File: config.mk
export PLATFORM = sky130hd
export DESIGN_NAME = line_list_regs
export DESIGN_NICKNAME = d
export VERILOG_FILES = /design/src/hdl/draw_pkg.sv /design/src/hdl/line_list_regs.sv
export VERILOG_INCLUDE_DIRS = /design/src /design/src/hdl
export SDC_FILE = /design/constraint.sdc
export NUM_CORES = 1
export LEC_CHECK = 0
export BUFFER_PORTS_ARGS = -buffer_cell sky130_fd_sc_hd__buf_4
export CORE_MARGIN = 2
export CORE_UTILIZATION = 55
export CTS_BUF_LIST = sky130_fd_sc_hd__clkbuf_2 sky130_fd_sc_hd__clkbuf_4 sky130_fd_sc_hd__clkbuf_8
export CTS_CLUSTER_DIAMETER = 80
export CTS_CLUSTER_SIZE = 24
export DETAILED_ROUTE_END_ITERATION = 8
export GPL_ROUTABILITY_DRIVEN = 0
export PLACE_DENSITY_LB_ADDON = 0.08
export SYNTH_ARGS = -nofsm -noshare
export SYNTH_HDL_FRONTEND = slang
export SYNTH_SLANG_ARGS = --single-unit
File: constraint.sdc
create_clock -name clk_100m -period 5.05 [get_ports clk_100m]
set_input_delay 0.505 -clock clk_100m [delete_from_list [all_inputs] [get_ports clk_100m]]
set_output_delay 0.505 -clock clk_100m [all_outputs]
set_load 0.01 [all_outputs]
File: src/hdl/draw_defines.svh
/*
 * framebuffer size, coordinate and colour-index widths, segment slot count
 */
`ifndef DRAW_DEFINES_SVH
`define DRAW_DEFINES_SVH

// framebuffer geometry in pixels
`define FB_WIDTH   64
`define FB_HEIGHT  32

// signed coordinate width
`define CORDW      8

// colour index width
`define CIDXW      4

// number of stored line segments
`define LINE_SLOTS 8

`endif

File: src/hdl/draw_pkg.sv
/*
 * shared types: segment, pixel write, configuration write, pixel read request
 */
`include "draw_defines.svh"

package draw_pkg;

    typedef struct packed {
        logic signed [`CORDW-1:0] x0;  // start point
        logic signed [`CORDW-1:0] y0;
        logic signed [`CORDW-1:0] x1;  // end point
        logic signed [`CORDW-1:0] y1;
        logic [`CIDXW-1:0]        cidx;
    } line_t;

    typedef struct packed {
        logic signed [`CORDW-1:0] x;
        logic signed [`CORDW-1:0] y;
        logic [`CIDXW-1:0]        cidx;
    } pixel_t;

    typedef enum logic [1:0] {
        CFG_SLOT  = 2'd0,  // seg goes into slot
        CFG_COUNT = 2'd1,  // value is the line count
        CFG_BG    = 2'd2   // value is the background colour
    } cfg_kind_t;

    typedef struct packed {
        cfg_kind_t  kind;
        logic [2:0] slot;
        line_t      seg;
        logic [3:0] value;
    } cfg_wr_t;

    typedef struct packed {
        logic signed [`CORDW-1:0] x;
        logic signed [`CORDW-1:0] y;
    } rd_req_t;

endpackage

File: src/hdl/line_list_regs.sv
/*
 * segment slot registers, line count and background colour
 * with a four-phase req/ack write port
 */
`timescale 1ns/1ps
`include "draw_defines.svh"

module line_list_regs import draw_pkg::*; (
    input  logic       clk_100m,
    input  logic       rst_n,
    input  logic       cfg_req,
    input  cfg_wr_t    cfg_wr,
    output logic       cfg_ack,
    input  logic       busy,
    input  logic [2:0] slot_sel,
    output line_t      slot_line,
    output logic [3:0] line_count,
    output logic [3:0] bg_cidx
);

    localparam logic [3:0] MAX_CNT = 4'(`LINE_SLOTS);

    line_t slots [`LINE_SLOTS];
    logic  wr_take;

    // new request, accepted only when no job holds the slots
    assign wr_take = cfg_req && !cfg_ack && !busy;

    always_ff @(posedge clk_100m or negedge rst_n) begin
        if (!rst_n) begin
            cfg_ack    <= 1'b0;
            line_count <= '0;
            bg_cidx    <= '0;
        end else begin
            if (cfg_req && !cfg_ack) begin
                cfg_ack <= 1'b1;  // acked even while busy
            end else if (!cfg_req) begin
                cfg_ack <= 1'b0;
            end
            if (wr_take && cfg_wr.kind == CFG_COUNT) begin
                // more lines than slots makes no sense
                line_count <= (cfg_wr.value > MAX_CNT) ? MAX_CNT : cfg_wr.value;
            end
            if (wr_take && cfg_wr.kind == CFG_BG) begin
                bg_cidx <= cfg_wr.value;
            end
        end
    end

    always_ff @(posedge clk_100m) begin
        if (wr_take && cfg_wr.kind == CFG_SLOT) begin
            slots[cfg_wr.slot] <= cfg_wr.seg;
        end
    end

    assign slot_line = slots[slot_sel];  // read by the sequencer

endmodule

== Word-level counts from Yosys, hierarchy flattened ==
Memories as Yosys holds them, arrays and structs flattened.
Cells that the tools add are included.
Word-level totals
  register bits: 9
  bits in writable memories: 288
  input port bits: 52
  output and inout bits: 45
  word-level logic and storage cells: 21
  memories: 1
Memory list
  slots: words 8, width 36, rd ports 1, clocked after memory_dff 0, wr ports 1, line line_list_regs.sv:23  | line_t slots [`LINE_SLOTS];
Cells by class
  $lt $le $gt $ge: 1
  eq/ne operators: 3
  mux-type cells: 5
  reduce and logical (&&, ||, !) cells: 8
Operators with widths (number)
  logical AND 1 bit: 5
  > comparator 4 bit (second input constant): 1
  two-way mux 1 bit: 4
  two-way mux 4 bit: 1
  equality test 2 x 1 -> 1 bit (second input constant): 1
  equality test 2 bit (second input constant): 1
  zero test 1 bit: 2
  zero test 2 bit: 1
  inequality test 2 x 1 -> 1 bit (second input constant): 1

== Longest topological paths before layout ==
  depth in word-level cells: 6
  depth in mapped cells: 4

== Worst setup path before layout ==
OpenSTA, ideal clock, no wires.
  path type: input to register
  start point: input port busy
  end point: memory slots[1][0] (netlist name), enable pin
  setup time: 0.474 ns
  arrival: 3.408 ns
  path slack: 1.168 ns
  stages on the path: 3
  buffers on the path: 0
  cell sequence: nor3_1 > nand3_1 > nor3_1
Between the ends
  cells in the longest elaborated chain, start to end: 5
RTL lines
  from (decl): line line_list_regs.sv:14  | input logic busy,
  zero test 1 bit: line line_list_regs.sv:27  | assign wr_take = cfg_req && !cfg_ack && !busy;
  logical AND 1 bit: line line_list_regs.sv:27
  logical AND 1 bit: line line_list_regs.sv:51  | if (wr_take && cfg_wr.kind == CFG_SLOT) begin
  two-way mux 1 bit: line line_list_regs.sv:51
  two-way mux 1 bit (implied by the code): line line_list_regs.sv:52  | slots[cfg_wr.slot] <= cfg_wr.seg;
  to (decl): line line_list_regs.sv:23
No other way between the ends.

==> impl_metrics.toml <==
[sta]
setup_viol = 0
hold_violations = 0
final.period_utilization_pct = 60.5
fin_crit_ns = 3.05
rsz0062_at_grt = "false"
timing.setup.tns_ns = 0
slew-limit-headroom_pct = 19.8
finalMaxSlewViolations = 0
tightestPinTransition_ns = 1.20
fmax_mhz = 327
fin_skew_ns = 0.0194

[finish]
diodes = 0
nFillCells = 1367
final_cell_mix = "288 x edfxtp_1, 106 x buf_4, 72 x mux4_1, 44 x mux2_2, 17 x clkbuf_8"
final_common_cell = "edfxtp_1"
stdcell_count = 830
area_growth_pct = 11.3
multi_input_area_mm2 = 0.00255
seq_area_mm2 = 0.00887
fin_nets = 611
drive_above_1_share_pct = 31.6

[routing]
viasPerCell = 5.94
routedWlPerCell_um = 24.6
drc = 0
via_count = 4932
drt_pass1_iterations = 4
antenna_left = 0
wirelength_um = 20500
dr.first_iter.drc_count = 282

[run_status]
status = "complete, no violations"

[global_routing]
grt_pass1_wl_um = 30900
track_usage_pct = 19.0
grt.overflow.total = 0
grt_pass1_vias = 5255
antenna_found_initial = 0
grt_max_degree = 73

[setup_path]
crit_type = "input port to output port"
crit_fanout = 72
r2r_slack_ns = 2.43
regToRegStartpoint = "cfg_ack"
r2r_cells = 4
end_kind = "output port"
crit_required_ns = 4.55
cp-start-kind = "input port"
arrival_ns = 2.55
r2r_end = "slots[7][20]"

[yosys]
synth_nets = 509
synth_compound_area_share_pct = 0
synth-simple-area-share_pct = 0.934
syn_area_per_cell_um2 = 25.2
synth_top_family_by_area = "multiplexers"
yosys-mux-area-fraction_pct = 20.7
yosys_warnings = 0
synth_cell_types = 16
synthXorXnorAreaFrac_pct = 0
syn_inst = 457
yosysSeqAreaShare_pct = 77.0
synth_adder_area_share_pct = 0
ys_ff_latch = 297
synth.cell_area_mm2 = 0.0115

[clock_network]
cts_buffers = 16
root_buffer = "clkbuf_8"
insertion_delay_ns = 0.54
tritoncts = "done"
cts_buffer_depth = 3
cts_sinks = 297
cts_resized = 0
cts_htree_levels = 1
clk_pin_slew_worst_paths_ns = 0.12

[placed_design]
hpwlAfterDp_um = 11500
port-buffer-count = 96
placed_cells = 810

[die]
pin_count = 97
dieWidth_um = 149
coreArea_mm2 = 0.0204
die_h_um = 149
start_util_pct = 56.6
die-area_mm2 = 0.0221
rows = 52

[min_path]
whs_endpoint = "cfg_ack"
whs_path_depth = 1
hold_start = "cfg_req"
min_path_type = "input port to register"

[pwr]
power_density_mw_per_mm2 = 311
ir_drop_mv = 0.285
p_leak_nw = 4.33
p_total_mw = 3.98

[job]
cap_violations = 0
==> how the worst max path moves through the flow <==
stage                      from       endpoint  slack [ns]  cells past startpoint
detailed placement  slot_sel[0]  slot_line[26]        1.96                      4
CTS                 slot_sel[0]  slot_line[26]        1.96                      4
finish              slot_sel[0]  slot_line[23]        2.00                      4
global route        slot_sel[0]   slot_line[6]        1.90                      4
global placement    slot_sel[0]  slot_line[13]        1.99                      4
floorplan                  busy    slots[1][0]        1.17                      3
==> logic make-up (layout without fill, tap and decap cells) <==
kind of cell,after synthesis,after routing
buffers and inverters,23,126
multiplexers,116,116
flip-flops,297,297
AND/OR/NAND/NOR,21,21
==> layout make-up <==
class,count,area share [%]
timing repair buffer,107,6.29
clock buffer,17,1.83
tap,270,2.64
sequential,297,69.2
clock inverter,2,0.137
multi-input combinational,137,19.9
==> flip-flops by register name, summed over array words and instances (netlist names) <==
register / cells
line_count: 4
slots: 288
bg_cidx: 4
cfg_ack: 1
==> Yosys cell counts, drive strengths merged <==
master	n	area (um^2)
nor3	3	15.0
nor2b	4	25.0
edfxtp	288	8650
and3	2	12.5
buf	18	128
mux4	72	1890
nand2	1	3.75
nor2	7	26.3
mux2	44	495
dfrtp	9	225
clkbuf	5	21.3
nand3	1	5.00
nand3b	1	7.51
nand2b	2	12.5
==> report_power, final <==
| group | leakage [nW] | switching, mW | internal (mW) | total [mW] |
|---|---|---|---|---|
| clock | 0.131 | 0.666 | 0.316 | 0.983 |
| sequential | 2.70 | 0.00826 | 2.72 | 2.72 |
| combinational | 1.49 | 0.127 | 0.147 | 0.274 |
==> layer usage <==
layer  vias up  track usage [%]  wire (um)
li1       2191                -          -
met5         -                0          0
met4         0             3.90        272
met3        23             3.10       1060
met1      2611             25.3       8460
met2       107             33.8      10700
==> through the flow <==
stage,hold WS (ns),utilization (%),setup slack (ns),instance area (um^2)
global placement,0.329,61.7,1.99,12600
CTS,0.0616,62.9,1.96,12800
detailed placement,0.334,61.7,1.96,12600
finish,0.0925,62.9,2.00,12800
global route,0.0476,62.9,1.90,12800
floorplan,0.209,-,1.17,11500
==> timing repair <==
item                                   in CTS  in global routing
setup endpoints to repair                   0                  0
setup buffers                               0                  0
endpoints found under the hold margin       9                  0
hold buffers                                1                  0
==> critical path: stages <==
cell	delay [ns]
buf_4	0.88
mux4_1	0.67
mux2_2	0.30
buf_4	0.15
Power figures use the tool's default switching activity.
