===== src/hdl/draw_defines.svh =====
/*
 * framebuffer size, coordinate and colour-index widths, segment slot count
 */
`ifndef DRAW_DEFINES_SVH
`define DRAW_DEFINES_SVH

// framebuffer geometry in pixels
`define FB_WIDTH   64
`define FB_HEIGHT  32

// signed coordinate width
`define CORDW      8

// colour index width
`define CIDXW      4

// number of stored line segments
`define LINE_SLOTS 8

`endif


===== src/hdl/draw_pkg.sv =====
/*
 * shared types: segment, pixel write, configuration write, pixel read request
 */
`include "draw_defines.svh"

package draw_pkg;

    typedef struct packed {
        logic signed [`CORDW-1:0] x0;  // start point
        logic signed [`CORDW-1:0] y0;
        logic signed [`CORDW-1:0] x1;  // end point
        logic signed [`CORDW-1:0] y1;
        logic [`CIDXW-1:0]        cidx;
    } line_t;

    typedef struct packed {
        logic signed [`CORDW-1:0] x;
        logic signed [`CORDW-1:0] y;
        logic [`CIDXW-1:0]        cidx;
    } pixel_t;

    typedef enum logic [1:0] {
        CFG_SLOT  = 2'd0,  // seg goes into slot
        CFG_COUNT = 2'd1,  // value is the line count
        CFG_BG    = 2'd2   // value is the background colour
    } cfg_kind_t;

    typedef struct packed {
        cfg_kind_t  kind;
        logic [2:0] slot;
        line_t      seg;
        logic [3:0] value;
    } cfg_wr_t;

    typedef struct packed {
        logic signed [`CORDW-1:0] x;
        logic signed [`CORDW-1:0] y;
    } rd_req_t;

endpackage


===== src/hdl/draw_line.sv =====
/*
 * Bresenham line rasterizer for all octants, one pixel per cycle
 */
`timescale 1ns/1ps
`include "draw_defines.svh"

module draw_line import draw_pkg::*; (
    input  logic   clk_100m,
    input  logic   rst_n,
    input  logic   line_start,
    input  line_t  line_in,
    output pixel_t pix,
    output logic   pix_valid,
    output logic   line_done
);

    localparam int CW = `CORDW;
    localparam int DW = CW + 3;  // error term width, room for 2*err
    localparam logic signed [CW-1:0] ONE = 1;

    logic signed [CW-1:0] x, y;      // current pixel
    logic signed [CW-1:0] xe, ye;    // end point
    logic [`CIDXW-1:0]    cidx;
    logic signed [DW-1:0] dx, dy;    // dy kept negative
    logic signed [DW-1:0] err, err_nx;
    logic signed [DW:0]   e2;
    logic                 right, down;
    logic                 drawing;
    logic                 at_end;
    logic                 step_x, step_y;
    logic signed [CW:0]   adx, ady;  // raw deltas of the incoming segment
    logic signed [CW:0]   mdx, mdy;  // their magnitudes

    always_comb begin
        adx = {line_in.x1[CW-1], line_in.x1} - {line_in.x0[CW-1], line_in.x0};
        ady = {line_in.y1[CW-1], line_in.y1} - {line_in.y0[CW-1], line_in.y0};
        mdx = adx[CW] ? -adx : adx;
        mdy = ady[CW] ? -ady : ady;
    end

    always_comb begin
        e2     = {err, 1'b0};
        step_x = (e2 >= dy);
        step_y = (e2 <= dx);
        err_nx = err;
        if (step_x) err_nx = err_nx + dy;
        if (step_y) err_nx = err_nx + dx;
    end

    assign at_end = (x == xe) && (y == ye);

    always_ff @(posedge clk_100m or negedge rst_n) begin
        if (!rst_n) begin
            drawing <= 1'b0;
        end else if (line_start) begin
            drawing <= 1'b1;
        end else if (drawing && at_end) begin
            drawing <= 1'b0;  // last pixel goes out this cycle
        end
    end

    always_ff @(posedge clk_100m) begin
        if (line_start) begin
            x     <= line_in.x0;
            y     <= line_in.y0;
            xe    <= line_in.x1;
            ye    <= line_in.y1;
            cidx  <= line_in.cidx;
            right <= (line_in.x0 < line_in.x1);
            down  <= (line_in.y0 < line_in.y1);
            dx    <= DW'(mdx);
            dy    <= -DW'(mdy);
            err   <= DW'(mdx) - DW'(mdy);
        end else if (drawing && !at_end) begin
            if (step_x) x <= right ? x + ONE : x - ONE;
            if (step_y) y <= down ? y + ONE : y - ONE;
            err <= err_nx;
        end
    end

    always_comb begin
        pix.x    = x;
        pix.y    = y;
        pix.cidx = cidx;
    end

    assign pix_valid = drawing;
    assign line_done = drawing && at_end;

endmodule


===== config.mk =====
export PLATFORM = sky130hd
export DESIGN_NAME = draw_line
export DESIGN_NICKNAME = d
export VERILOG_FILES = /design/src/hdl/draw_pkg.sv /design/src/hdl/draw_line.sv
export VERILOG_INCLUDE_DIRS = /design/src /design/src/hdl
export SDC_FILE = /design/constraint.sdc
export NUM_CORES = 1
export LEC_CHECK = 0
export BUFFER_PORTS_ARGS = -buffer_cell sky130_fd_sc_hd__buf_2
export CAP_MARGIN = 20
export CORE_MARGIN = 2
export CORE_UTILIZATION = 50
export CTS_CLUSTER_DIAMETER = 40
export CTS_CLUSTER_SIZE = 10
export DETAILED_ROUTE_END_ITERATION = 8
export PLACE_DENSITY = 0.76
export SLEW_MARGIN = 20
export SYNTH_ARGS = -nofsm -noshare
export SYNTH_HDL_FRONTEND = slang
export SYNTH_SLANG_ARGS = --single-unit

===== constraint.sdc =====
create_clock -name clk_100m -period 5.9 [get_ports clk_100m]
set_input_delay 0.59 -clock clk_100m [delete_from_list [all_inputs] [get_ports clk_100m]]
set_output_delay 0.59 -clock clk_100m [all_outputs]
set_load 0.005 [all_outputs]

Yosys cells after proc, flatten, opt, wreduce, memory -nomap -nowiden

Cells that the tools add are included.

Output and inout port bits: 22
Input port bits: 39
Register bits after elaboration: 70

$add $sub $neg: 12
Magnitude comparators: 4
Equal/unequal tests: 2
Reduce and logical (&&, ||, !) cells: 10
Mux-type cells: 16

Operator list:

| cell                | number |
|---|---|
| $mux 8              | 8 |
| $mux 11             | 4 |
| $mux 9              | 2 |
| $neg 9->9           | 2 |
| $sub 8x8->9         | 2 |
| $add 8x2->8 const B | 2 |
| $eq 8x8->1          | 2 |
| $lt 8x8->1          | 2 |
| $sub 8x2->8 const B | 2 |
| $ge 12x11->1        | 1 |
| $le 12x9->1         | 1 |
| $add 11x11->11      | 1 |
| $add 11x9->11       | 1 |
| $neg 9->11          | 1 |
| $sub 9x9->10        | 1 |
| $reduce_bool 2->1   | 4 |
| $reduce_and 2->1    | 2 |
| $logic_and 1x1->1   | 3 |
| $mux 1              | 2 |
| $logic_not 1->1     | 1 |

Logic depth before layout (Yosys ltp)

Gate-level depths: netlist of the first run.

Word-level depth: 6
Mapped depth: 21
Gate-level depth less buffers: 21

Worst setup path after synthesis of the first run

Ideal clock, no wire load.

Kind: reg2reg
Start: register err[0]
End: register err[10] (data pin)
Slack: 1.662 ns
Clock period less this slack: 4.238 ns
Cell stages (with the launch flop): 17
Data required time: 5.626 ns
Path buffers: 0
Arrival time: 3.965 ns
Library setup time: 0.274 ns
Path through: edfxtp_1 > ha_1 > nor2b_1 > o211ai_1 > a211o_1 > a32oi_1 > mux2_2 > ha_1 > fa_1 > a21oi_1 > o211ai_1 > o41ai_1 > o21ai_0 > xnor2_1 > nor2_1 > a2111oi_0 > a211oi_1

Cells in the longest elaborated chain, start to end: 6

Ends and longest elaborated chain:

| item                                                  | RTL line                         | source |
|---|---|---|
| start, declared                                       | draw_line.sv:25                  | `logic signed [DW-1:0] err, err_nx;` |
| start signal, assigned                                | draw_line.sv:73                  | `err <= DW'(mdx) - DW'(mdy);` |
| start signal, assigned                                | draw_line.sv:77                  | `err <= err_nx;` |
| $add 11x11->11 / $ge 12x11->1 (equally long branches) | draw_line.sv:46, draw_line.sv:43 |  |
| $mux 11                                               | draw_line.sv:46                  | `if (step_x) err_nx = err_nx + dy;` |
| $add 11x9->11                                         | draw_line.sv:47                  | `if (step_y) err_nx = err_nx + dx;` |
| $mux 11 (*)                                           | draw_line.sv:47                  |  |
| $mux 11 (*)                                           | draw_line.sv:74                  | `end else if (drawing && !at_end) begin` |
| $mux 11 (*)                                           | draw_line.sv:63                  | `if (line_start) begin` |

Mark *: on every way between the ends. The rest lies on a longest branch, timed or not. The select of a mux whose other input is x is not followed.
A chain may end at the register's enable or synchronous reset.

Worst setup path in the final report of the first run

Ends and elaborated chain as after synthesis.

==> metrics.cfg, run 1 <==
[synthesis]
synthArstFlopShare_pct=1.429
syn_area_um2=6272
synthAdderAreaFrac_pct=19.19
synth.area.top_cells=edfxtp_1, ha_1, xnor2_1
synth_top_family_by_area=adder cells
synthMuxAreaShare_pct=3.870
yosys_most_used_dff=edfxtp_1
synth_cell_type_count=56
yosysTopAreaCellShare_pct=33.03
postSynthCellCount=648
ys_warn_count=0
synth_xor_area_share_pct=11.57
synth_area_per_cell_um2=9.679
yosysTopAreaCell=edfxtp_1
seq_area_frac_synth_pct=33.43
synth-seq-cells=70
synth-simple-area-share_pct=11.89
synth_compound_area_share_pct=15.68
synth_edf_count=69
syn_nets=779

[setup_path]
crit_path_max_fanout=14
crit_family=compound AO/OA/AOI/OAI gates
cpPeakStageDelay_ns=0.46
crit_chain=ha_1 > nor2b_1 > o211ai_1 > a211o_1 > a32oi_1 > buf_4 > mux2_2 > ha_1 > fa_1 > a21oi_1 > o211ai_1 > o41ai_1 > o21ai_0 > xnor2_1 > nor2_1 > a2111oi_0 > a211oi_1
worstSetupStartpointType=register
worst-path-buf-inv=1
critPathCaptureType=register
cpMaxStageDelayCell=edfxtp_1
crit_type=register to register
worstPathRequired_ns=5.99
arrival_ns=4.78

[final_layout]
antennaDiodeCount=0
final_cell_mix=ha_1, edfxtp_1, inv_1
syn2layout_area_growth_pct=13.07
final_nets=847
layout_commonest_cell=ha_1
stdcell_area_um2=7092
drive_gt1_share_pct=14.29

[timing]
setup_viol=0
hold_violations=0
rsz0062_at_grt=false
fin_crit_sh_pct=79.60
fin_worst_hold_slack_ns=0.4100
fmax_ghz=0.2129
slew_viol_final=0
skew_ns=0.009108
worst_pin_slew_ns=0.9692
fin_crit_ns=4.697
slew_headroom_pct=35.39
totalNegativeSetupSlack_ns=0

[global_route]
grt_pass1_wl_um=23380
antenna_found_initial=0
grt_max_degree=87
grt_overflow=0
grt_use_total_pct=22.54
first_global_vias=4906

[floorplan]
initial_utilization_pct=51.79
dieArea_um2=13460
fp.dieW_um=116
row_count=40
coreArea_um2=12110
ioPinCount=61
fp.dieH_um=116

[placed_design]
hpwl_um=11300
gp_congestion=0.9066
placed_area_um2=6783
port_buffers=60

[pwr]
p_int_mw=2.281
peakVddDrop_uv=237.8
p_leak_nw=3.137
switchingPower_mw=1.772
power.share.clock_pct=13.7
powerDensity_nw_per_um2=571.6
p_sw_share_pct=43.72
p_seq_share_pct=22.5
comb_power_share_pct=63.7
fin_total_pwr_mw=4.053

[clock_network]
cts_buffer_depth=2
post-cts-setup-buffers=0
htreeDepth=3
cts_sinks=70
clkTransAtPathRegs_ns=0.06
cts_buffers=9
cts_resized=0
cts_hold_buffers=1
root_buffer=clkbuf_16
cts_tree=done
clock_latency_ns=0.35

[route]
drt-wirelength-per-cell_um=16.00
vias_per_cell=5.592
route.vias.total=4971
drc_errors=0
drtIter0Drc=221
ant_nets=0
drt_first_pass_iters=4
totalWireLength_um=14230

[hold_path]
min_path_type=input pin to register

[run_status]
outcome=finished, final reports clean

[run]
drv_cap=0

-- sequential cells by signal, summed over array words and instances (netlist names) --
signal,flops
xe,8
err,11
right,1
pix_valid,1
down,1
dx,9
ye,8
y,8
x,8
dy,11
cidx,4
-- synth_stat cells (2+ instances only) --
| library cell | count |
|---|---|
| mux2i_1 | 7 |
| o2111ai_1 | 3 |
| or3_1 | 2 |
| a21oi_1 | 48 |
| a31o_2 | 2 |
| clkbuf_1 | 7 |
| a21o_1 | 12 |
| ha_1 | 85 |
| o21ai_0 | 37 |
| o21a_1 | 6 |
| a21boi_0 | 3 |
| and2_1 | 2 |
| a31oi_1 | 4 |
| nor3_1 | 12 |
| nand4_1 | 8 |
| a211oi_1 | 5 |
| nand2_1 | 45 |
| inv_1 | 65 |
| or2_2 | 2 |
| o22ai_1 | 2 |
| o31ai_1 | 3 |
| nand3_1 | 13 |
| a2111oi_0 | 3 |
| xor2_1 | 36 |
| mux2_2 | 13 |
| nor2b_1 | 10 |
| nand2b_1 | 4 |
| nor4_1 | 5 |
| o211ai_1 | 6 |
| o31a_1 | 5 |
| nor2_1 | 42 |
| edfxtp_1 | 69 |
| xnor2_1 | 45 |
| o21bai_1 | 9 |
| fa_1 | 7 |
-- layer usage --
| metal | vias to the layer above | part of all wire, % | track usage, % |
|---|---|---|---|
| met3 | 20 | 4.4 | 4.759 |
| li1 | 2483 | - | - |
| met5 | - | 0 | 0 |
| met2 | 124 | 50 | 39.49 |
| met4 | 0 | 2.0 | 7.698 |
| met1 | 2344 | 44 | 27.61 |
-- final cells by class --
class / count / area (um^2)
flip-flops and latches: 70 / 2097
well taps: 168 / 210.2
inverters: 65 / 244.0
repair buffers: 65 / 340.3
fillers: 1046 / 5020
multi-input cells: 505 / 3901
clock inverters: 7 / 73.82
clock buffers: 9 / 225.2
-- power groups by stage --
stage	combinational [mW]	sequential [mW]	clock (mW)
floorplan	1.99	0.881	0
global placement	2.46	0.912	0
detailed placement	2.56	0.922	0
CTS	2.58	0.913	0.566
global route	2.90	0.933	0.582
finish	2.58	0.914	0.557
-- cell families (layout without fill, tap and decap cells) --
family | after synthesis | count (layout)
and+or+nand+nor | 155 | 155
DFF | 70 | 70
xor gates and xnor gates | 82 | 82
adders and majority gates | 92 | 92
AOI/OAI and AO/OA | 155 | 155
muxes | 21 | 21
buffers and inverters | 73 | 146
-- metrics by stage --
step                instances  util (%)  worst slack, ns
detailed placement        872     56.00            1.229
CTS                       889     58.55            1.222
finish                    889     58.55            1.203
global route              889     58.55           0.8601
floorplan                 648         -            1.662
global placement          872     56.00            1.333
-- worst reg2reg max path, cell delays in order, from the launching register on --
cell and delay [ns]:
edfxtp_1 0.46, ha_1 0.31, nor2b_1 0.13, o211ai_1 0.11, a211o_1 0.30, a32oi_1 0.19
buf_4 0.24, mux2_2 0.37, ha_1 0.21, fa_1 0.41, a21oi_1 0.22, o211ai_1 0.17
o41ai_1 0.41, o21ai_0 0.19, xnor2_1 0.20, nor2_1 0.05, a2111oi_0 0.36, a211oi_1 0.10
-- path summary, 6_finish.rpt --
path	startpoint	endpoint	slack, ns	depth (start not counted)
min in group asynchronous	rst_n	pix_valid$_DFFE_PN0P_	0.57	2
worst min register to register	pix_valid$_DFFE_PN0P_	pix_valid$_DFFE_PN0P_	0.63	2
worst min-delay path	line_in[2]	cidx[2]$_DFFE_PP_	0.41	1
worst max-delay path	err[0]$_DFFE_PP_	err[10]$_DFFE_PP_	1.20	17
max in group asynchronous	rst_n	pix_valid$_DFFE_PN0P_	5.25	2
worst max register to register	err[0]$_DFFE_PP_	err[10]$_DFFE_PP_	1.20	17
(Power assumes the default switching activity.)
==> run 2, diff against run 1 <==
clock period = 4.9 ns   (was 5.9 ns; I/O delays follow)
==> run 2 against run 1 <==
Critical path depth shrank 1. Die area is the same. First-iteration DRC count shrank 1.4%. Sequential share of layout area shrank 0.13 points. Clock-buffer cell count grew 1. Critical endpoint unchanged.
==> metrics.cfg, run 2 (synthesis gave the netlist of run 1 again) <==
[run_status]
outcome=finished, final reports clean

[route]
drtIter0Drc=218
route.vias.total=4987
drt-wirelength-per-cell_um=15.96
vias_per_cell=5.597
drt_first_pass_iters=5
ant_nets=0
drc_errors=0
totalWireLength_um=14220

[pwr]
comb_power_share_pct=63.2
switchingPower_mw=2.134
p_int_mw=2.798
powerDensity_nw_per_um2=692.4
p_sw_share_pct=43.26
peakVddDrop_uv=297.2
power.share.clock_pct=14.4
p_seq_share_pct=22.3
p_leak_nw=3.152

[timing]
slew_viol_final=0
setup_viol=0
totalNegativeSetupSlack_ns=0
fin_crit_sh_pct=92.49
hold_violations=0
setup_slack_ns=0.3678
fmax_ghz=0.2206
slew_headroom_pct=64.49
rsz0062_at_grt=false
fin_crit_ns=4.532
fin_worst_hold_slack_ns=0.3196
worst_pin_slew_ns=0.5278
skew_ns=0.007256

[setup_path]
r2r_end=err[10]$_DFFE_PP_
ff2ff_setup_slack_ns=0.37
critPathCaptureType=register
worstReg2RegStart=err[0]$_DFFE_PP_
cpMaxStageDelayCell=edfxtp_1
crit_type=register to register
crit_chain=ha_1 > nor2b_1 > o211ai_1 > a211o_1 > a32oi_1 > mux2_2 > ha_1 > fa_1 > a21oi_1 > o211ai_1 > o41ai_1 > o21ai_0 > xnor2_1 > nor2_1 > a2111oi_0 > a211oi_1
worst-path-buf-inv=0
worstSetupStartpointType=register
arrival_ns=4.61
crit_path_max_fanout=4
cpPeakStageDelay_ns=0.45
worstPathRequired_ns=4.98
crit_family=compound AO/OA/AOI/OAI gates
reg2reg_depth=16

[global_route]
grt_use_total_pct=22.35
grt_overflow=0
antenna_found_initial=0
grt_pass1_wl_um=23270
grt_max_degree=45
first_global_vias=4942

[placed_design]
hpwl_um=11180
post-place-ws_ns=0.3565
gp_congestion=0.8891
port_buffers=60

[clock_network]
cts_buffers=9
cts_sinks=70
clkTransAtPathRegs_ns=0.06
cts_tree=done
cts_buffer_depth=2
htreeDepth=3
cts_resized=0
clock_latency_ns=0.35
post-cts-setup-buffers=0
root_buffer=clkbuf_16

[hold_path]
min_from=line_in[0]
whs_path_depth=1
min_path_type=input pin to register
hold_path_end=cidx[0]$_DFFE_PP_

[floorplan]
ioPinCount=61
coreArea_um2=12110
initial_utilization_pct=51.79
fp.dieH_um=116
row_count=40
dieArea_um2=13460
fp.dieW_um=116

[final_layout]
final_nets=849
final_cell_mix=ha_1, edfxtp_1, inv_1
antennaDiodeCount=0
largestRegisters=dy (11), err (11), dx (9)
layout_commonest_cell=ha_1
syn2layout_area_growth_pct=13.56
drive_gt1_share_pct=14.52

[run]
drv_cap=0

[run 2: metrics by stage]
| stage | util, % | instances | total power, mW | area (um^2) |
|---|---|---|---|---|
| CTS | 58.81 | 891 | 4.919 | 7123 |
| global placement | 56.13 | 874 | 4.054 | 6798 |
| detailed placement | 56.13 | 874 | 4.176 | 6798 |
| floorplan | - | 648 | 3.460 | 6272 |
| finish | 58.81 | 891 | 4.932 | 7123 |
| global route | 58.81 | 891 | 5.333 | 7123 |
[run 2: layout make-up]
cell class / count / area [um^2]
inverter: 65 / 244.0
tap: 168 / 210.2
multi-input combinational: 505 / 3901
timing repair buffer: 67 / 355.3
sequential: 70 / 2097
clock inverter: 6 / 86.33
clock buffer: 10 / 229.0
fill: 1019 / 4989
[run 2: routing by layer]
metal  up-vias  part of all wire (%)  global-route usage, %
li1       2486                     -                      -
met1      2346                    44                  27.60
met2       129                    49                  39.18
met3        26                   4.6                  3.609
met4         0                   2.5                  8.810
met5         -                     0                      0
[run 2: worst max path at each step]
stage                     start                 to  cells past startpoint
2_1_floorplan  err[0]$_DFFE_PP_  err[10]$_DFFE_PP_                     16
3_3_place_gp        line_in[12]   err[8]$_DFFE_PP_                     22
3_5_place_dp        line_in[12]   err[8]$_DFFE_PP_                     22
4_1_cts        err[0]$_DFFE_PP_  err[10]$_DFFE_PP_                     16
5_1_grt        err[0]$_DFFE_PP_  err[10]$_DFFE_PP_                     16
6_report       err[0]$_DFFE_PP_  err[10]$_DFFE_PP_                     16
[run 2: worst register-to-register path, cell delays in order, from the launching register on]
cell	delay, ns
edfxtp_1	0.45
ha_1	0.31
nor2b_1	0.12
o211ai_1	0.10
a211o_1	0.28
a32oi_1	0.29
mux2_2	0.39
ha_1	0.21
fa_1	0.41
a21oi_1	0.20
o211ai_1	0.16
o41ai_1	0.41
o21ai_0	0.19
xnor2_1	0.22
nor2_1	0.06
a2111oi_0	0.37
a211oi_1	0.09
[run 2: timing repair]
| action | 4_1_cts | 5_1_grt |
|---|---|---|
| hold buffers | 1 | 0 |
| endpoints found under the setup margin | 0 | 0 |
| hold endpoints to repair | 1 | 0 |
[run 2: power by group through the flow]
stage	sequential [mW]	combinational, mW	clock, mW
floorplan	1.06	2.40	0
global placement	1.10	2.96	0
detailed placement	1.11	3.07	0
CTS	1.10	3.10	0.719
global route	1.12	3.47	0.738
finish	1.10	3.12	0.712
