File: config.mk
export PLATFORM = sky130hd
export DESIGN_NAME = shape_sequencer
export DESIGN_NICKNAME = d
export VERILOG_FILES = /design/src/hdl/draw_pkg.sv /design/src/hdl/shape_sequencer.sv
export VERILOG_INCLUDE_DIRS = /design/src /design/src/hdl
export SDC_FILE = /design/constraint.sdc
export NUM_CORES = 1
export LEC_CHECK = 0
export BUFFER_PORTS_ARGS = -buffer_cell sky130_fd_sc_hd__buf_2
export CORE_MARGIN = 4
export CORE_UTILIZATION = 40
export CTS_CLUSTER_DIAMETER = 30
export CTS_CLUSTER_SIZE = 25
export DETAILED_ROUTE_END_ITERATION = 7
export PLACE_DENSITY = 0.86
export SLEW_MARGIN = 0
export SYNTH_ARGS = -nofsm -noshare
export SYNTH_HDL_FRONTEND = slang
export SYNTH_SLANG_ARGS = --single-unit
File: constraint.sdc
create_clock -name clk_100m -period 1.87 [get_ports clk_100m]
set_input_delay 0.4675 -clock clk_100m [delete_from_list [all_inputs] [get_ports clk_100m]]
set_output_delay 0.4675 -clock clk_100m [all_outputs]
set_load 0.05 [all_outputs]
File: src/hdl/draw_defines.svh
/*
 * framebuffer size, coordinate and colour-index widths, segment slot count
 */
`ifndef DRAW_DEFINES_SVH
`define DRAW_DEFINES_SVH

// framebuffer geometry in pixels
`define FB_WIDTH   64
`define FB_HEIGHT  32

// signed coordinate width
`define CORDW      8

// colour index width
`define CIDXW      4

// number of stored line segments
`define LINE_SLOTS 8

`endif

File: src/hdl/draw_pkg.sv
/*
 * shared types: segment, pixel write, configuration write, pixel read request
 */
`include "draw_defines.svh"

package draw_pkg;

    typedef struct packed {
        logic signed [`CORDW-1:0] x0;  // start point
        logic signed [`CORDW-1:0] y0;
        logic signed [`CORDW-1:0] x1;  // end point
        logic signed [`CORDW-1:0] y1;
        logic [`CIDXW-1:0]        cidx;
    } line_t;

    typedef struct packed {
        logic signed [`CORDW-1:0] x;
        logic signed [`CORDW-1:0] y;
        logic [`CIDXW-1:0]        cidx;
    } pixel_t;

    typedef enum logic [1:0] {
        CFG_SLOT  = 2'd0,  // seg goes into slot
        CFG_COUNT = 2'd1,  // value is the line count
        CFG_BG    = 2'd2   // value is the background colour
    } cfg_kind_t;

    typedef struct packed {
        cfg_kind_t  kind;
        logic [2:0] slot;
        line_t      seg;
        logic [3:0] value;
    } cfg_wr_t;

    typedef struct packed {
        logic signed [`CORDW-1:0] x;
        logic signed [`CORDW-1:0] y;
    } rd_req_t;

endpackage

File: src/hdl/shape_sequencer.sv
/*
 * job FSM: clears the framebuffer, then feeds each stored segment
 * to the line drawer and forwards its pixels
 */
`timescale 1ns/1ps
`include "draw_defines.svh"

module shape_sequencer import draw_pkg::*; (
    input  logic       clk_100m,
    input  logic       rst_n,
    input  logic       start,
    input  logic [3:0] line_count,
    input  logic [3:0] bg_cidx,
    input  line_t      slot_line,
    output logic [2:0] slot_sel,
    output logic       line_start,
    output line_t      line_out,
    input  logic       line_done,
    input  pixel_t     draw_pix,
    input  logic       draw_valid,
    output pixel_t     fb_pix,
    output logic       fb_we,
    output logic       busy,
    output logic       done
);

    localparam int CW = `CORDW;
    localparam int XW = $clog2(`FB_WIDTH);
    localparam int YW = $clog2(`FB_HEIGHT);
    localparam int AW = XW + YW;
    localparam logic [AW-1:0] CLR_LAST = AW'(`FB_WIDTH * `FB_HEIGHT - 1);

    typedef enum logic [2:0] {IDLE, CLEAR, LOAD, DRAW, FINISH} state_t;

    state_t        state;
    logic [AW-1:0] clr_cnt;   // raster address during clear
    logic [2:0]    slot_idx;
    pixel_t        clr_pix;

    always_ff @(posedge clk_100m or negedge rst_n) begin
        if (!rst_n) begin
            state      <= IDLE;
            clr_cnt    <= '0;
            slot_idx   <= '0;
            line_start <= 1'b0;
            busy       <= 1'b0;
            done       <= 1'b0;
        end else begin
            line_start <= 1'b0;
            done       <= 1'b0;
            case (state)
                CLEAR: begin
                    clr_cnt <= clr_cnt + 1'b1;
                    if (clr_cnt == CLR_LAST) begin
                        slot_idx <= '0;
                        state    <= (line_count == '0) ? FINISH : LOAD;
                    end
                end
                LOAD: begin  // line_out is captured on this edge
                    line_start <= 1'b1;
                    state      <= DRAW;
                end
                DRAW: if (line_done) begin
                    if ({1'b0, slot_idx} == line_count - 4'd1) begin
                        state <= FINISH;
                    end else begin
                        slot_idx <= slot_idx + 1'b1;
                        state    <= LOAD;
                    end
                end
                FINISH: begin
                    busy  <= 1'b0;
                    done  <= 1'b1;
                    state <= IDLE;
                end
                default: if (start) begin  // IDLE
                    busy    <= 1'b1;
                    clr_cnt <= '0;
                    state   <= CLEAR;
                end
            endcase
        end
    end

    always_ff @(posedge clk_100m) begin
        if (state == LOAD) line_out <= slot_line;
    end

    assign slot_sel = slot_idx;

    // raster counter split into x (low bits) and y
    always_comb begin
        clr_pix.x    = CW'(clr_cnt[XW-1:0]);
        clr_pix.y    = CW'(clr_cnt[AW-1:XW]);
        clr_pix.cidx = bg_cidx;
    end

    // clear and draw phases never overlap
    assign fb_we  = (state == CLEAR) || draw_valid;
    assign fb_pix = (state == CLEAR) ? clr_pix : draw_pix;

endmodule

# Yosys cells after proc, flatten, opt, wreduce, memory -nomap -nowiden
# Cells that the tools add are included.
# totals
reg_bits	56
wordCells	54
output_inout_bits	63
inputBits	69
# op_classes
n_reduce_logical	12
eq_ne	9
n_mux	17
bitwise	2
addsub	3
# op_table
op	count
two-way mux 3 bit	8
case mux 11 bit (2 select lines)	1
two-way mux 20 bit	1
case mux 3 bit (4 select lines)	1
adder 11 x 1 -> 11 bit, second input constant	1
== test 11 bit, second input constant	1
two-way mux 11 bit	1
== test 3 x 2 -> 1 bit, second input constant	2
inequality test 2 bit, second input constant	3
case mux 3 bit (2 select lines)	1
nonzero test 2 bit	3
OR reduction 3 bit	2
nonzero test 5 bit	1
== test 3 x 4 -> 1 bit	1
zero test 4 bit	1
AND reduction 2 bit	2
AND reduction 4 bit	1
subtractor 4 x 1 -> 4 bit, second input constant	1
adder 3 x 1 -> 3 bit, second input constant	1
== test 3 x 1 -> 1 bit, second input constant	1
== test 3 bit, second input constant	1
two-way mux 1 bit	3
AND reduction 3 bit	1
NOT 1 bit	2
2 further kinds	2

# Logic depth before layout (Yosys ltp)
# Gate-level depths: netlist of the first run.
# depth
depth_word	5
ltp_mapped	7

# Worst setup path before layout of the first run
# No wires, ideal clock.
# synth_path
path_type	reg2out
startpoint	register state[1]
endpoint	output port fb_pix[5] (netlist bit)
stages_incl_launch_ff	5
setup_slack_ps	-798
t_arrival_ps	2201
n_path_buf	2
path_cell_list	dfrtp_1 > or3b_1 > buf_2 > clkbuf_1 > o21ai_0
# synth_rtl
element	line_no	source
from (decl)	shape_sequencer.sv:35	state_t state;
from (signal assigned)	shape_sequencer.sv:56	state <= (line_count == '0) ? FINISH : LOAD;
to (decl)	shape_sequencer.sv:21	output pixel_t fb_pix,

==> results of run 1 <==
metal layers:
layer  vias up  wire length (um)
met1      1086              2610
met2       138              3420
met5         -                 0
met3        10               779
li1       1112                 -
met4         0                89
final timing paths:
kind	from	to	slack, ps	depth (start not counted)
hold reg to reg	busy	busy	500	2
max in group asynchronous	rst_n	clr_cnt[10]	1460	1
setup reg to reg	state[2]	slot_sel[1]	-230	8
min in group clk_100m	slot_line[24]	line_out[24]	330	1
hold / removal	rst_n	slot_sel[0]	100	1
setup / recovery	state[2]	fb_pix[5]	-250	4
sequential cells by signal (all words and copies together), names as in the netlist:
signal,flops
slot_sel,3
busy,1
done,1
line_start,1
state,3
clr_cnt,11
line_out,36
area by class of cell:
cell class | count | share of cell area [%]
Sequential cell | 56 | 40.8
Clock buffer | 5 | 1.77
Multi-Input combinational cell | 158 | 25.3
Inverter | 5 | 0.484
Timing Repair Buffer | 158 | 28.7
Tap cell | 75 | 2.42
Clock inverter | 3 | 0.580
through the flow:
| stage | utilization (%) | total power [uW] | cell area [sq um] | TNS [ps] | setup slack [ps] |
|---|---|---|---|---|---|
| finish | 65.1 | 4510 | 3880 | -5230 | -248 |
| global route | 65.1 | 4750 | 3880 | -7190 | -326 |
| CTS | 64.4 | 4470 | 3840 | -5210 | -239 |
| detailed placement | 56.5 | 3290 | 3370 | -44.2 | -12.4 |
| global placement | 56.5 | 3240 | 3370 | 0 | 26.4 |
| floorplan | - | 2800 | 2520 | -358 | -54.4 |
worst reg2reg max path: stages (launching register included):
cell	delay [ps]
dfrtp_1	390
or3b_4	470
buf_4	170
buf_6	110
or3_4	350
o21a_1	230
buf_4	140
nand2_1	50
o211ai_1	80
cells in the final DEF, fill, tap and decap left out, drive strengths merged, types with 6 or more instances in the layout:
cell,n
nand2,60
nand3,7
a21oi,6
edfxtp,36
nor2,11
o21ai,24
buf,158
inv,6
dfrtp,20
and2,7
what timing repair did:
action / CTS / global route
hold buffers: 0 / 0
gates cloned: 1 / 0
resized for setup: 88 / 9
setup buffers: 9 / 1
pin swaps: 9 / 7
setup endpoints to repair: 22 / 32
cells by family (layout without fill, tap and decap cells):
logic type	count (synthesis)	in the layout	share of synthesized area (%)
and+or+nand+nor	107	107	20.0
buffers and inverters	14	171	2.34
DFF	56	56	64.2
adders and majority gates	4	4	2.03
xor gates and xnor gates	2	2	0.712
AOI/OAI and AO/OA	45	45	10.7
where the power goes:
group	leakage, uW	internal [uW]	switching [uW]
logic	0.00116	943	1360
clock network	0.0000485	269	396
registers	0.000581	1420	118
total	0.00179	2640	1870
==> impl_metrics.ini, run 1 <==
[cts]
cts_tree = done
clkLatencyLatePin_ps = 300
cts_root_buffer = clkbuf_8
cts_made_buffers = 5
clockBufferDepth = 2
cts_sinks = 56
clk_pin_slew_ps = 100
htreeDepth = 2

[timing]
post-route-period-util_pct = 113
clock_skew_ps = 6.58
final.setup.worst_slack_ps = -248
timing.hold.ws_ps = 96.9
rsz0062_at_grt = true
hold_viol = 0
worst_pin_slew_ps = 463
setup_viol = 25
final_max_slew_viol_count = 0
fin_crit_ps = 2120
fmax_mhz = 472
relSlewSlack_pct = 69.1

[global_route]
grt_use_total_pct = 18.1
grt_pass1_wl_mm = 10.7
grtUsageMet3_pct = 5.51
gr-total-overflow = 0
grt_use_met1_pct = 21.5
grt_max_degree = 38
grt_use_met2_pct = 32.3
busiest_layer = met2
grt_antenna_before_repair = 0
grt_pass1_vias = 2352

[worst_setup_path]
critPathRequiredTime_ps = 1400
slowest_delay_ps = 470
critPathSlowestCell = or3b_4
crit_arrival_ps = 1650
crit_family = simple AND/OR/NAND/NOR gates
crit_path_end_kind = output pin
start_kind = flip-flop
crit_fanout = 7
worst-setup-path-type = flip-flop to output pin
cp_cell_sequence = or3b_4 > buf_16 > o21ai_4 > buf_8
path_buf_inv = 2

[final_layout]
fillCellCount = 446
instances_no_fill = 460
multi_input_area_sq_um = 981
seqCellArea_sq_um = 1580
syn2layout_area_growth_pct = 57.6
drive_gt1_share_pct = 53.0
fin_nets = 457
antenna-diode-count = 0

[route]
route.detailed.wl_per_inst_um = 15.0
first_iter_violations = 63
viasPerCell = 5.10
ant_nets = 0
firstDrtPassIters = 4
drcViolationCount = 0
vias = 2346
routed_wirelength_mm = 6.90

[floorplan]
io_pins = 132
die_w_um = 86.5
fp-row-count = 28
coreArea_sq_um = 5960
initial_core_util_pct = 41.3
die_area_sq_um = 7480
die_h_um = 86.5

[power]
cellPowerDensity_nw_per_um2 = 1160
vdd_drop_max_uv = 956
cellLeakagePower_uw = 0.00179

[synth]
yosysWarnings = 0
yosysUniqueCellTypes = 37
synthFlopType = edfxtp_1
yosysMostFrequentCell = nand2_1
synthCells = 228
synth_edf_count = 36
synth_top_cell_by_area = edfxtp_1
avgSynthCellArea_sq_um = 10.8
yosys-top-cells-area = edfxtp_1 (44%), dfrtp_1 (20%), nand2_1 (9.1%)
ys_seq_area_share_pct = 64.2
synth_top_area_share_pct = 43.9
postSynthNetCount = 301
syn-cell-area_sq_um = 2460
synthArstFlopShare_pct = 35.7
synthTopCellsByCount = nand2_1 (60), edfxtp_1 (36), o21ai_0 (24), dfrtp_1 (20), nor2_1 (11)
ys_ff_latch = 56

[worst_hold_path]
hp-class = primary input to asynchronous set/reset pin

[placed_design]
place.gp.congestion = 0.856
hpwlAfterDp_mm = 5.00
port_buffers = 131
placed_cells = 441

[status]
status = finished with violations
failed_checks = setup timing

[job]
maxCapViolations = 0
Power figures use the tool's default switching activity.
==> inputs of run 2 (changes only) <==
--- a/config.mk
+++ b/config.mk
@@ -6,9 +6,11 @@
 export SDC_FILE = /design/constraint.sdc
 export NUM_CORES = 1
 export LEC_CHECK = 0
+export ABC_AREA = 1
+export ABC_CLOCK_PERIOD_IN_PS = 1870
 export BUFFER_PORTS_ARGS = -buffer_cell sky130_fd_sc_hd__buf_2
 export CORE_MARGIN = 4
-export CORE_UTILIZATION = 40
+export CORE_UTILIZATION = 41
 export CTS_CLUSTER_DIAMETER = 30
 export CTS_CLUSTER_SIZE = 25
 export DETAILED_ROUTE_END_ITERATION = 7
==> impl_metrics.ini, run 2 <==
[status]
status = finished with violations
failed_checks = setup timing

[route]
route.detailed.wl_per_inst_um = 14.2
drcViolationCount = 0
ant_nets = 0
viasPerCell = 4.87
dr_wl_met2_mm = 3.47
firstDrtPassIters = 4
wl_met1_mm = 2.60
routed-wl-met3_um = 701
vias = 2347
routed_wirelength_mm = 6.86
first_iter_violations = 47
topRoutingLayerUsed = met4

[job]
maxCapViolations = 0

[worst_setup_path]
startpoint = state[2]
start_kind = flip-flop
cp-endpoint = fb_pix[12]
critPathRequiredTime_ps = 1400
r2r_cells = 9
rrSetupSlack_ps = 210
r2r_end = state[0]
reg2reg_from = state[2]
crit_fanout = 7
worst-setup-path-type = flip-flop to output pin
crit_arrival_ps = 1500
crit_path_end_kind = output pin

[final_layout]
largest_register = line_out
final_cell_mix = buf_2 (111), nand2_1 (72), edfxtp_1 (36)
drive_gt1_share_pct = 45.7
antenna-diode-count = 0
fin_nets = 480
final_common_cell = buf_2
reg_top3 = line_out x36, clr_cnt x11
syn2layout_area_growth_pct = 46.5
postLayoutCellArea_sq_um = 3810
largest_reg_flops = 36

[placed_design]
port_buffers = 131
hpwlAfterDp_mm = 5.18
pre_cts_slack_ps = 132
postPlaceCellArea_sq_um = 3440
place.gp.congestion = 0.853

[power]
internal-power_uw = 3560
cellLeakagePower_uw = 0.00186
cellPowerDensity_nw_per_um2 = 1830
combPwrFrac_pct = 59.1
p_sw_uw = 3410
switching_share_pct = 48.9
pwr-share-clk_pct = 12.6
vdd_drop_max_uv = 1330
p_seq_share_pct = 28.3

[synth]
synth_edf_count = 36
syn-cell-area_sq_um = 2600
synth_top_cell_by_area = edfxtp_1
synthArstFlopShare_pct = 35.7
postSynthNetCount = 331
synthFlopType = edfxtp_1
synthCells = 258
yosysMostFrequentCell = nand2_1
avgSynthCellArea_sq_um = 10.1
yosysWarnings = 0
synth_top_area_share_pct = 41.6
synthTopCellsByCount = nand2_1 (73), edfxtp_1 (36), inv_1 (31), dfrtp_1 (20), nand3_1 (14)
yosysUniqueCellTypes = 29
ys_seq_area_share_pct = 60.8
yosys-top-cells-area = edfxtp_1 (42%), dfrtp_1 (19%), nand2_1 (11%)
ys_ff_latch = 56

[cts]
cts_tree = done
ctsHoldBuffers = 0
cts_sinks = 56
clk_pin_slew_ps = 100
clockBufferDepth = 2
htreeDepth = 2
cts_made_buffers = 5
cts_root_buffer = clkbuf_8
clkLatencyLatePin_ps = 290

[global_route]
grt_use_total_pct = 16.9
gr-total-overflow = 0
grt_antenna_before_repair = 0
grt_pass1_wl_mm = 10.0
grt_max_degree = 39
grt_pass1_vias = 2164

[timing]
setup_viol = 16
worst_pin_slew_ps = 460
post-route-period-util_pct = 105
timing.hold.ws_ps = 107
fmax_mhz = 509
relSlewSlack_pct = 69.3
clock_skew_ps = 6.78
final.setup.worst_slack_ps = -94.6
hold_viol = 0
rsz0062_at_grt = true
final_max_slew_viol_count = 0
fin_crit_ps = 1960

[worst_hold_path]
hp-class = primary input to asynchronous set/reset pin

[floorplan]
die_h_um = 87.7
die_w_um = 87.7
coreArea_sq_um = 6030
fp-row-count = 28
io_pins = 132
initial_core_util_pct = 43.2
die_area_sq_um = 7680
-- run 2: area by class of cell --
class	instances	area (sq um)
repair buffers	148	955
inverters	36	138
clock buffers	5	68.8
multi-input cells	160	915
flip-flops and latches	56	1580
fillers	481	2210
well taps	75	93.8
clock inverters	2	60.1
-- run 2: power groups by stage --
stage | Clock, uW | Sequential (uW) | Combinational, uW
after CTS | 907 | 1970 | 3910
after floorplan | 0 | 2880 | 1830
after global routing | 964 | 2010 | 4360
after detailed placement | 0 | 2000 | 3600
after global placement | 0 | 1980 | 3550
final | 877 | 1970 | 4120
-- run 2: timing repair --
| action | CTS | global route |
|---|---|---|
| buffers inserted | 4 | 1 |
| gates resized for setup | 36 | 20 |
| pin swaps | 3 | 2 |
| cloned | 1 | 1 |
| endpoints found under the setup margin | 21 | 21 |
-- run 2: worst min-delay path by stage --
stage,to,cells past startpoint
finish,clr_cnt[2],1
global route,clr_cnt[0],1
CTS,clr_cnt[2],1
detailed placement,slot_sel[0],1
global placement,slot_sel[0],1
floorplan,busy,0
-- run 2: cells by family (layout without fill, tap and decap cells) --
| family | after synthesis | count (layout) | synth area share, % |
|---|---|---|---|
| and+or+nand+nor | 122 | 122 | 22.1 |
| DFF | 56 | 56 | 60.8 |
| buffers and inverters | 42 | 191 | 6.93 |
| AOI/OAI and AO/OA | 26 | 26 | 5.53 |
| xor gates and xnor gates | 8 | 8 | 2.69 |
| adders and majority gates | 4 | 4 | 1.92 |
-- run 2: metrics by stage --
step	setup TNS (ps)	std cells	total power, uW	util, %
finish	-854	482	6970	63.2
global route	-2450	482	7340	63.2
CTS	-773	480	6790	61.7
detailed placement	0	468	5600	57.1
global placement	0	468	5530	57.1
floorplan	-2560	258	4710	-
-- run 2: routing by layer --
layer,GRT usage (%),vias to the layer above
li1,-,1135
met1,20.8,1095
met2,29.0,111
met3,4.42,6
met4,5.02,0
met5,0,-
-- run 2: critical path, cell delays in order, from the launching register on --
cell and delay [ps]:
dfrtp_1 420, nor2_4 150, nand2_4 110, buf_6 150
nor2_4 70, inv_2 40, o21a_1 100, buf_6 150
==> inputs of run 3 (changes only) <==
--- a/config.mk
+++ b/config.mk
@@ -9,6 +9,7 @@
 export ABC_AREA = 1
 export ABC_CLOCK_PERIOD_IN_PS = 1870
 export BUFFER_PORTS_ARGS = -buffer_cell sky130_fd_sc_hd__buf_2
+export CORE_ASPECT_RATIO = 0.5
 export CORE_MARGIN = 4
 export CORE_UTILIZATION = 41
 export CTS_CLUSTER_DIAMETER = 30
==> impl_metrics.ini, run 3 (synthesized netlist as in run 2, its figures left out) <==
[timing]
hold_viol = 0
final.setup.worst_slack_ps = -88.9
worst_pin_slew_ps = 450
clock_skew_ps = 3.49
rsz0062_at_grt = true
final_max_slew_viol_count = 0
post-route-period-util_pct = 105
relSlewSlack_pct = 70.0
fmax_mhz = 510
fin_crit_ps = 1960
setup_viol = 20

[route]
vias = 2331
route.detailed.wl_per_inst_um = 13.6
drcViolationCount = 0
ant_nets = 0
viasPerCell = 4.73
routed_wirelength_mm = 6.71
firstDrtPassIters = 4
first_iter_violations = 157

[worst_setup_path]
crit_arrival_ps = 1490
rrSetupSlack_ps = 280
crit_fanout = 10
critPathRequiredTime_ps = 1400
r2r_end = slot_sel[2]
cp-endpoint = fb_pix[5]
r2r_cells = 10
startpoint = state[2]
crit_path_end_kind = output pin
start_kind = flip-flop
worst-setup-path-type = flip-flop to output pin
reg2reg_from = clr_cnt[0]

[cts]
cts_tree = done
htreeDepth = 2
clk_pin_slew_ps = 70
clkLatencyLatePin_ps = 290
clockBufferDepth = 2
cts_sinks = 56
cts_root_buffer = clkbuf_16
cts_made_buffers = 5
ctsHoldBuffers = 0

[power]
vdd_drop_max_uv = 815
cellLeakagePower_uw = 0.00186
cellPowerDensity_nw_per_um2 = 1840

[final_layout]
antenna-diode-count = 0
largest_register = line_out
postLayoutCoreUtil_pct = 63.3
syn2layout_area_growth_pct = 48.7
drive_gt1_share_pct = 44.7
final_common_cell = buf_2
postLayoutCellArea_sq_um = 3870
final_cell_mix = buf_2 (110), nand2_1 (72), edfxtp_1 (36)
fin_nets = 477
fillCellCount = 476
largest_reg_flops = 36
reg_top3 = line_out x36, clr_cnt x11

[global_route]
grt_max_degree = 39
grt_pass1_vias = 2226
gr-total-overflow = 0
grt_use_total_pct = 16.1
grt_pass1_wl_mm = 10.1
grt_antenna_before_repair = 0

[placed_design]
pre_cts_slack_ps = 147
postPlaceCellArea_sq_um = 3470
hpwlAfterDp_mm = 4.93
port_buffers = 131
place.gp.congestion = 0.853

[status]
status = finished with violations
failed_checks = setup timing

[floorplan]
io_pins = 132
die_w_um = 121
coreArea_sq_um = 6110
initial_core_util_pct = 42.6
die_h_um = 64.3
die_area_sq_um = 7760
fp-row-count = 20

[job]
maxCapViolations = 0

[worst_hold_path]
hp-class = primary input to asynchronous set/reset pin
## run 3: final cells by class
class / count / area [sq um] / share of cell area (%)
inverters: 36 / 138 / 3.56
repair buffers: 145 / 956 / 24.7
flip-flops and latches: 56 / 1580 / 40.9
clock buffers: 5 / 125 / 3.24
multi-input cells: 160 / 930 / 24.0
clock inverters: 3 / 27.5 / 0.712
well taps: 88 / 110 / 2.85
## run 3: worst min-delay path by stage
stage	startpoint	to	slack [ps]	cells after the start
after global routing	rst_n	state[1]	160	1
after global placement	rst_n	done	440	1
final	rst_n	done	120	1
after CTS	rst_n	state[1]	130	1
after floorplan	rst_n	busy	170	0
after detailed placement	rst_n	done	440	1
## run 3: worst max-delay path, stage by stage (launching register included)
cell and delay [ps]:
dfrtp_1 410, nor2_4 150, nand2_4 120, clkbuf_16 200, o21ai_4 160, buf_8 170
## run 3: routing by layer
| metal | global-route usage, % | routed length (um) | vias to the layer above |
|---|---|---|---|
| li1 | - | - | 1135 |
| met1 | 19.6 | 2650 | 1078 |
| met2 | 29.5 | 3410 | 104 |
| met3 | 3.18 | 485 | 14 |
| met4 | 3.95 | 161 | 0 |
| met5 | 0 | 0 | - |
## run 3: metrics by stage
step | TNS, ps | instances | total power, uW | hold slack (ps)
final | -838 | 493 | 7100 | 118
after global routing | -2120 | 493 | 7460 | 157
after CTS | -433 | 490 | 6830 | 128
after detailed placement | 0 | 482 | 5630 | 437
after global placement | 0 | 482 | 5560 | 435
after floorplan | -2560 | 258 | 4710 | 172
## run 3: power breakdown
part           internal, uW  switching, uW
logic                  1270           2910
registers              1790            195
clock network           508            431
total                  3570           3540
## run 3: timing repair
item | in CTS | in global routing
endpoints found under the setup margin | 21 | 21
resized for setup | 38 | 18
endpoints found under the hold margin | 0 | 0
pin swaps | 1 | 2
buffers inserted | 0 | 1
gates cloned | 0 | 2
